$ cat config.mk
export PLATFORM = sky130hd
export DESIGN_NAME = load_store_unit
export DESIGN_NICKNAME = d
export VERILOG_FILES = /design/src/lsu_pkg.sv /design/src/load_store_unit.sv /design/src/lsu_req_gen.sv /design/src/lsu_resp.sv /design/src/pipe_stage.sv
export VERILOG_INCLUDE_DIRS = /design/src
export SDC_FILE = /design/constraint.sdc
export NUM_CORES = 1
export LEC_CHECK = 0
export BUFFER_PORTS_ARGS = -buffer_cell sky130_fd_sc_hd__buf_4
export CORE_MARGIN = 5
export CORE_UTILIZATION = 33
export CTS_CLUSTER_SIZE = 40
export DETAILED_ROUTE_END_ITERATION = 10
export PLACE_DENSITY_LB_ADDON = 0.1
export SLEW_MARGIN = 25
export SYNTH_ARGS = -nofsm -noshare
export SYNTH_HDL_FRONTEND = slang
export SYNTH_HIERARCHICAL = 1
export SYNTH_SLANG_ARGS = --single-unit
$ cat constraint.sdc
create_clock -name aclk -period 6.36 [get_ports aclk]
set_clock_uncertainty 0.15 [all_clocks]
set_input_delay 0.954 -clock aclk [delete_from_list [all_inputs] [get_ports aclk]]
set_output_delay 0.954 -clock aclk [all_outputs]
set_load 0.03 [all_outputs]
$ cat src/lsu_config.svh
`ifndef LSU_CONFIG_SVH
`define LSU_CONFIG_SVH

// datapath widths
`define LSU_XLEN 32
`define LSU_STRB_W 4
`define LSU_REG_W 5

// sram size field, same codes as the bus
`define LSU_SIZE_W 2
`define LSU_SIZE_BYTE 2'd0
`define LSU_SIZE_HALF 2'd1
`define LSU_SIZE_WORD 2'd2

// operation kind codes
`define LSU_OP_W 2

// reset values of the control flags
`define LSU_VALID_RST 1'b0

`endif

$ cat src/lsu_pkg.sv
`include "lsu_config.svh"

package lsu_pkg;

    typedef logic [`LSU_XLEN-1:0] word_t;
    typedef logic [`LSU_STRB_W-1:0] strb_t;
    typedef logic [`LSU_REG_W-1:0] reg_no_t;

    typedef enum logic [`LSU_SIZE_W-1:0] {
        MEM_SIZE_BYTE = `LSU_SIZE_BYTE,
        MEM_SIZE_HALF = `LSU_SIZE_HALF,
        MEM_SIZE_WORD = `LSU_SIZE_WORD
    } mem_size_e;

    typedef enum logic [`LSU_OP_W-1:0] {
        MEM_OP_NONE  = 2'd0,
        MEM_OP_LOAD  = 2'd1,
        MEM_OP_STORE = 2'd2
    } mem_op_e;

    // alu_result doubles as the address for loads and stores
    typedef struct packed {
        mem_op_e   kind;
        mem_size_e size;
        logic      is_unsigned;
        logic      wen;
        reg_no_t   rd;
        word_t     alu_result;
        word_t     store_data;
    } lsu_op_t;

    // what the response stage needs while the data is outstanding
    typedef struct packed {
        mem_op_e kind;
        logic    is_unsigned;
        logic    wen;
        reg_no_t rd;
        word_t   alu_result;
        strb_t   strb;
    } mem_pend_t;

    typedef struct packed {
        logic    wen;
        reg_no_t rd;
        word_t   data;
    } lsu_result_t;

    typedef struct packed {
        logic      req;
        logic      wr;
        mem_size_e size;
        word_t     addr;
        strb_t     wstrb;
        word_t     wdata;
    } sram_req_t;

    typedef struct packed {
        logic  addr_ok;
        logic  data_ok;
        word_t rdata;
    } sram_resp_t;

endpackage

$ cat src/load_store_unit.sv
`timescale 1ns/1ns

module load_store_unit (
    input logic aclk,
    input logic aresetn,
    input logic op_valid,
    input lsu_pkg::lsu_op_t op,
    input logic result_allow,
    input lsu_pkg::sram_resp_t sram_resp,
    output logic op_allow,
    output logic result_valid,
    output lsu_pkg::lsu_result_t result,
    output lsu_pkg::sram_req_t sram_req
);

    import lsu_pkg::*;

    // request stage
    logic req_stage_valid;
    logic req_valid_out;
    logic req_ready_go;
    lsu_op_t req_op;
    mem_pend_t req_pend;

    // response stage
    logic resp_allow_in;
    logic resp_stage_valid;
    logic resp_ready_go;
    mem_pend_t resp_pend;

    pipe_stage #(
        .T(lsu_op_t)
    ) u_req_stage (
        .aclk(aclk),
        .aresetn(aresetn),
        .valid_in(op_valid),
        .data_in(op),
        .ready_go(req_ready_go),
        .allow_out(resp_allow_in),
        .allow_in(op_allow),
        .valid_out(req_valid_out),
        .valid(req_stage_valid),
        .data_out(req_op)
    );

    lsu_req_gen u_req_gen (
        .stage_valid(req_stage_valid),
        .op(req_op),
        .next_allow(resp_allow_in),
        .addr_ok(sram_resp.addr_ok),
        .sram_req(sram_req),
        .ready_go(req_ready_go),
        .pend(req_pend)
    );

    pipe_stage #(
        .T(mem_pend_t)
    ) u_resp_stage (
        .aclk(aclk),
        .aresetn(aresetn),
        .valid_in(req_valid_out),
        .data_in(req_pend),
        .ready_go(resp_ready_go),
        .allow_out(result_allow),
        .allow_in(resp_allow_in),
        .valid_out(result_valid),
        .valid(resp_stage_valid),
        .data_out(resp_pend)
    );

    lsu_resp u_resp (
        .aclk(aclk),
        .aresetn(aresetn),
        .stage_valid(resp_stage_valid),
        .pend(resp_pend),
        .data_ok(sram_resp.data_ok),
        .rdata(sram_resp.rdata),
        .result_allow(result_allow),
        .ready_go(resp_ready_go),
        .result(result)
    );

endmodule

$ cat src/lsu_req_gen.sv
`timescale 1ns/1ns
`include "lsu_config.svh"

module lsu_req_gen (
    input logic stage_valid,
    input lsu_pkg::lsu_op_t op,
    input logic next_allow,
    input logic addr_ok,
    output lsu_pkg::sram_req_t sram_req,
    output logic ready_go,
    output lsu_pkg::mem_pend_t pend
);

    import lsu_pkg::*;

    logic is_mem;
    word_t addr;
    strb_t strb;
    word_t wdata;

    assign is_mem = (op.kind != MEM_OP_NONE);
    assign addr = op.alu_result;

    // lane select from the low address bits
    always_comb begin
        unique case (op.size)
            MEM_SIZE_BYTE: begin
                strb = strb_t'(1) << addr[1:0];
            end
            MEM_SIZE_HALF: begin
                // odd halfword falls back to the aligned one below
                strb = addr[1] ? 4'b1100 : 4'b0011;
            end
            MEM_SIZE_WORD: begin
                strb = '1;
            end
            default: begin
                strb = '1;
            end
        endcase
    end

    // replicate store data across all lanes
    always_comb begin
        unique case (op.size)
            MEM_SIZE_BYTE: begin
                wdata = {`LSU_STRB_W{op.store_data[7:0]}};
            end
            MEM_SIZE_HALF: begin
                wdata = {(`LSU_STRB_W / 2){op.store_data[15:0]}};
            end
            default: begin
                wdata = op.store_data;
            end
        endcase
    end

    // only issue once the response stage can take the op
    assign sram_req.req = stage_valid & is_mem & next_allow;
    assign sram_req.wr = (op.kind == MEM_OP_STORE);
    assign sram_req.size = op.size;
    assign sram_req.addr = addr;
    assign sram_req.wstrb = strb;
    assign sram_req.wdata = wdata;

    assign ready_go = ~is_mem | (sram_req.req & addr_ok);

    assign pend.kind = op.kind;
    assign pend.is_unsigned = op.is_unsigned;
    assign pend.wen = op.wen;
    assign pend.rd = op.rd;
    assign pend.alu_result = op.alu_result;
    assign pend.strb = strb;

endmodule

$ cat src/lsu_resp.sv
`timescale 1ns/1ns
`include "lsu_config.svh"

module lsu_resp (
    input logic aclk,
    input logic aresetn,
    input logic stage_valid,
    input lsu_pkg::mem_pend_t pend,
    input logic data_ok,
    input lsu_pkg::word_t rdata,
    input logic result_allow,
    output logic ready_go,
    output lsu_pkg::lsu_result_t result
);

    import lsu_pkg::*;

    logic is_mem;
    logic hold_valid;
    word_t hold_data;
    word_t load_word;
    word_t ext_data;

    function automatic word_t ext_byte(input logic [7:0] b, input logic zext);
        logic sign;
        sign = b[7] & ~zext;
        return {{(`LSU_XLEN - 8){sign}}, b};
    endfunction

    function automatic word_t ext_half(input logic [15:0] h, input logic zext);
        logic sign;
        sign = h[15] & ~zext;
        return {{(`LSU_XLEN - 16){sign}}, h};
    endfunction

    assign is_mem = (pend.kind != MEM_OP_NONE);

    // a full hold buffer means the data already came back
    assign ready_go = ~is_mem | data_ok | hold_valid;

    always_ff @(posedge aclk) begin
        if (!aresetn) begin
            hold_valid <= `LSU_VALID_RST;
        end else if (stage_valid && data_ok && !result_allow) begin
            hold_valid <= 1'b1;
        end else if (hold_valid && result_allow) begin
            hold_valid <= 1'b0;
        end
    end

    always_ff @(posedge aclk) begin
        if (stage_valid && data_ok && !result_allow) begin
            hold_data <= rdata;
        end
    end

    assign load_word = hold_valid ? hold_data : rdata;

    // shift the strobed lanes down and extend
    always_comb begin
        unique case (pend.strb)
            4'b0001: ext_data = ext_byte(load_word[7:0], pend.is_unsigned);
            4'b0010: ext_data = ext_byte(load_word[15:8], pend.is_unsigned);
            4'b0100: ext_data = ext_byte(load_word[23:16], pend.is_unsigned);
            4'b1000: ext_data = ext_byte(load_word[31:24], pend.is_unsigned);
            4'b0011: ext_data = ext_half(load_word[15:0], pend.is_unsigned);
            4'b1100: ext_data = ext_half(load_word[31:16], pend.is_unsigned);
            default: ext_data = load_word;
        endcase
    end

    // stores still report a result, with no register write
    assign result.wen = pend.wen & (pend.kind != MEM_OP_STORE);
    assign result.rd = pend.rd;
    assign result.data = (pend.kind == MEM_OP_LOAD) ? ext_data : pend.alu_result;

endmodule

$ cat src/pipe_stage.sv
`timescale 1ns/1ns
`include "lsu_config.svh"

module pipe_stage #(
    parameter type T = logic
) (
    input logic aclk,
    input logic aresetn,
    input logic valid_in,
    input T data_in,
    input logic ready_go,
    input logic allow_out,
    output logic allow_in,
    output logic valid_out,
    // raw occupancy, before ready_go
    output logic valid,
    output T data_out
);

    logic valid_q;

    // empty, or the current entry leaves this cycle
    assign allow_in = ~valid_q | (ready_go & allow_out);
    assign valid_out = valid_q & ready_go;
    assign valid = valid_q;

    always_ff @(posedge aclk) begin
        if (!aresetn) begin
            valid_q <= `LSU_VALID_RST;
        end else if (allow_in) begin
            valid_q <= valid_in;
        end
    end

    always_ff @(posedge aclk) begin
        if (allow_in && valid_in) begin
            data_out <= data_in;
        end
    end

endmodule

After elaboration in Yosys (flattened, before gate mapping). Cells that the tools add are included. Widths: inputs -> output; s select.

Register bits after elaboration: 155. Bits in latches: 0. RAM bits: 0. Bits in read-only memories: 0. Input bits: 113. Output and inout bits: 112. Word-level logic and storage cells: 68. Memories: 0.

Add/sub/neg operators: 0. $mul: 0. Div/mod/pow operators: 0. Magnitude comparators: 0. Equal/unequal tests: 10. Shift-type cells: 1. Mux-type cells: 8. Bitwise logic cells: 22. Reductions and logical operators: 10.

Operators with widths (number): $pmux 32 s6 (1); $mux 32 (2); $pmux 32 s2 (1); $and 1x1->1 (12); $eq 4x2->1 const B (2); $eq 4x4->1 const B (2); $pmux 4 s2 (1); $reduce_bool 2->1 (3); $logic_and 1x1->1 (5); $not 1->1 (5); $or 1x1->1 (5); $eq 2x1->1 const B (2); $eq 4x1->1 const B (1); $eq 4x3->1 const B (1); $mux 4 (1); $shl 1x2->4 const A (1); $eq 2x2->1 const B (1); $logic_not 2->1 (1); $mux 1 (2); $ne 2x2->1 const B (1); $logic_not 1->1 (1).

Depth between registers and ports, before layout.
Word-level depth: 12. Mapped depth: 10. Gate-level depth less buffers: 8.

Cells and area by module. The synthesis kept the hierarchy.

Modules (own cells, without submodules): lsu_resp (times used 1, cells each 245, area an instance 2326.0 um2, seq. area each 980.9 um2); pipe_stage at u_req_stage (times used 1, cells each 81, area an instance 2316.0 um2, seq. area each 2272.2 um2); pipe_stage at u_resp_stage (times used 1, cells each 51, area an instance 1415.1 um2, seq. area each 1371.3 um2); lsu_req_gen (times used 1, cells each 143, area an instance 1151.1 um2, seq. area each 0.0 um2).

Worst setup path before layout. Ideal clock, no wire load.

Kind: input to register. Start: input port sram_resp[32] (netlist bit). End: register u_req_stage/data_out[0] (netlist bit) (enable). Library setup time: 0.517 ns. Arrival time: 5.033 ns. Required time: 5.693 ns. Path slack: 0.660 ns. Cell stages on the path: 8. Path buffers: 0. Path through: nor2_1 > o21ai_0 > a21boi_4 > inv_1 > nand3_1 > o21ai_0 > a21boi_4 > nor2b_1.

Cells in the longest elaborated chain, start to end: 10.

Ends and longest elaborated chain: from (decl) (line load_store_unit.sv:9) `input lsu_pkg::sram_resp_t sram_resp,`; $or 1x1->1 (2 in series) (line lsu_resp.sv:39) `assign ready_go = ~is_mem | data_ok | hold_valid;`; via resp_ready_go (line load_store_unit.sv:28) `logic resp_ready_go;`; $and 1x1->1 (line pipe_stage.sv:23) `assign allow_in = ~valid_q | (ready_go & allow_out);`; $or 1x1->1 (line pipe_stage.sv:23); via resp_allow_in (line load_store_unit.sv:26) `logic resp_allow_in;`; $and 1x1->1 (line lsu_req_gen.sv:59) `assign sram_req.req = stage_valid & is_mem & next_allow;`; $and 1x1->1 (line lsu_req_gen.sv:66) `assign ready_go = ~is_mem | (sram_req.req & addr_ok);`; $or 1x1->1 (line lsu_req_gen.sv:66); via req_ready_go (line load_store_unit.sv:21) `logic req_ready_go;`; $and 1x1->1 (line pipe_stage.sv:23); $or 1x1->1 (line pipe_stage.sv:23); $logic_and 1x1->1 (line pipe_stage.sv:36) `if (allow_in && valid_in) begin`; to (signal assigned) (line pipe_stage.sv:37) `data_out <= data_in;`; to (decl) (line pipe_stage.sv:17) `output T data_out`.

The timed path passes the listed nets, and every way through them passes these cells. A chain may end at the register's enable or synchronous reset.

==> run metrics <==
status complete, no violations; final hold vios 0; largest net degree at the start of global routing between 40 and 50; routed len/inst a little under 20 um; VDD IR max between 0.15 and 0.2 mV; most common cell after layout, fill and taps aside buf_4; Die H 158 um; Clock Tree Root clkbuf_16; part of the power in combinational logic 14.0%; M1 wire length roughly 7500 um; Slew headroom a little over a third; final wirelength 18600 um; Fin Setup TNS 0 ps; Net Sw Frac 25.6%; First DRT Iteration DRCs roughly 240; fraction of layout cells with a size suffix above 1 between 40% and 50%; Fill cells 2048; CP cell instances mux2i_1 -> o32ai_1 -> o311ai_4 -> a31oi_1 -> buf_4; total congestion overflow 0; CTS Hold Bufs 0; final instance area approximately 9000 um^2; Setup crit start u_resp/hold_valid$_SDFFE_PN0P_; max_cap viols 0; number of cells on the critical path 5; fmax approximately 0.23 GHz; Seq pwr share ~47%; Final setup violation count 0; Clk pwr share between 30 and 40%; FF-to-FF path depth 9; routed wl met3 about 1500 um; Largest stage delay, worst path 970 ps; clk_lat worst skew 410 ps; # DRC 0; CTS max path bufs 2; cells after synthesis 520; Final min period approximately 4400 ps; cell family with most CP delay compound AO/OA/AOI/OAI gates; IO Pins approximately 230; CTS tree built; Period Utilization, post-route about two thirds; reg2reg start u_resp/hold_valid$_SDFFE_PN0P_; P_leak 3.42 nW; Core Area about 22000 um^2; Arr. time, crit path 3250 ps; worst-margin pin slew 976 ps; prevailing post-synth register cell edfxtp_1; synth top area cells edfxtp_1 (63%), buf_4 (9.8%), mux2i_1 (4.6%), mux2_2 (3.6%), nor2_1 (3.5%); Psw ~0.66 mW; Die Span X 158 um; final net count 770; Worst Path Max Fanout 34; post-layout util a little over two fifths; post-CTS resize count 0; asr flop ratio synth 0%; number of distinct library cells after synthesis between 40 and 50; RSZ-0062 raised after global routing no; max layer used met4; hold path depth 0; first-pass GRT wire length ~28000 um; hold_sp u_req_stage/data_out[68]$_DFFE_PP_; EDFF count, synth 152; worst path required time around 5300 ps; ANT nets after route 0; sequential fraction of the synthesis area between 60% and 70%; Total Power between 2 and 3 mW; WP buf/inv 1; total track usage 14.7%; pwr dens between 200 and 300 nW/um^2; YS warnings 6; setup bufs post-CTS 0; FP Rows between 50 and 60; synthesized flop and latch total around 160; TritonRoute pass-1 iters 4; number of port buffers 224; area leader, netlist edfxtp_1; syn_area_per_cell 13.9 um^2; Mapped Nets around 630; critical path's slowest cell dfxtp_2; critical path class reg2out; Yosys top cell area share between 60% and 70%; vias in the first global route about 4.8k; ant diodes 0; die area 24900 um^2; most frequent cells in the layout buf_4 (232), edfxtp_1 (152), nor2_1 (66); internal power about 1.9 mW; Initial Util 33.2%; dpl cell area ~8500 um^2; vias per cell around 4.6; class of the worst hold path reg2reg; hpwl dp about 14000 um; area growth from synthesis to layout 26.0%; CTS buffer count 17; Cell Area, Synth between 7000 and 8000 um^2; metal2 WL just over 9000 um; GPL Wtd Cong ~0.84; Vias 4364; Worst setup SP type register; initial antenna violation count 0; CTS Sinks ~160; Clock H-tree levels 4; Clock Pin Slew Worst Setup and Hold Paths roughly 60 ps; Slew Viols, Final 0; critical path capture point type output pin
## final cells by class
type	instances	area (um^2)	share of cell area, %
clock buffer	17	425	4.69
clock inverter	15	149	1.64
inverter	5	18.8	0.207
multi-input combinational	246	1770	19.5
sequential	155	4630	50.9
tap	280	350	3.86
timing repair buffer	232	1740	19.2
## through the flow
stage / setup WS [ps] / hold WS, ps / cells
floorplan: 660 / 340 / 520
global placement: 2540 / 251 / 918
detailed placement: 2440 / 256 / 918
CTS: 1970 / 271 / 950
global route: 1820 / 276 / 950
finish: 2010 / 268 / 950
## registers in the layout, summed over array words and instances (netlist names)
signal	cells
u_resp_stage/data_out	45
u_resp/hold_valid	1
u_req_stage/valid	1
u_req_stage/data_out	75
u_resp_stage/valid	1
u_resp/hold_data	32
## path summary, 6_finish.rpt
| path | endpoint | slack, ps |
|---|---|---|
| hold / removal | u_resp_stage/data_out[40]$_DFFE_PP_ | 270 |
| setup / recovery | result[28] | 2010 |
| setup reg to reg | u_req_stage/data_out[28]$_DFFE_PP_ | 2640 |
| hold reg to reg | u_resp_stage/data_out[40]$_DFFE_PP_ | 270 |
## power groups by stage
stage | registers, mW | clock network (mW) | logic [mW]
3_5_place_dp | 1.23 | 0 | 0.363
4_1_cts | 1.21 | 1.03 | 0.364
6_report | 1.20 | 0.995 | 0.358
5_1_grt | 1.21 | 1.07 | 0.380
3_3_place_gp | 1.22 | 0 | 0.361
2_1_floorplan | 1.22 | 0 | 0.244
## logic make-up after synthesis
group / count (synthesis) / share of synthesized area (%)
XOR/XNOR: 2 / 0.243
AO/OA/AOI/OAI: 83 / 8.89
buffers and inverters: 119 / 11.6
AND/OR/NAND/NOR: 105 / 6.89
flip-flops: 155 / 64.2
multiplexers: 56 / 8.18
## worst register-to-register path, cell delays in order (launching register included)
cell      delay, ps
dfxtp_2         970
nor2_1          100
o21ai_0         200
a21boi_4        120
inv_1           160
nand3_1          90
o21ai_0         170
a21boi_4        120
nor2b_4         750
buf_4           550
## metal layers
layer  track usage [%]  vias up
met5                 0        -
met4              5.00        0
met3              5.66       20
met2              24.4      154
met1              17.5     2090
li1                  -     2100
## synthesized netlist by cell type, types with 2 or more instances
master       n
a2111oi_0    5
a2111oi_2    2
a21boi_4     2
a21o_1       2
a21oi_1     18
a31oi_1     16
and2_2       2
buf_1        3
buf_2        4
buf_4       94
buf_6        3
clkbuf_1     8
dfxtp_1      3
edfxtp_1   152
inv_1        5
mux2_2      23
mux2i_1     33
nand2_1     11
nand2b_1     9
nor2_1      67
nor2b_1      4
o21a_1      10
o21ai_0      2
o21ai_2      8
o21bai_1     2
o22ai_1      8
or4b_1       3
Note: power is estimated with default switching activity, not from simulation.
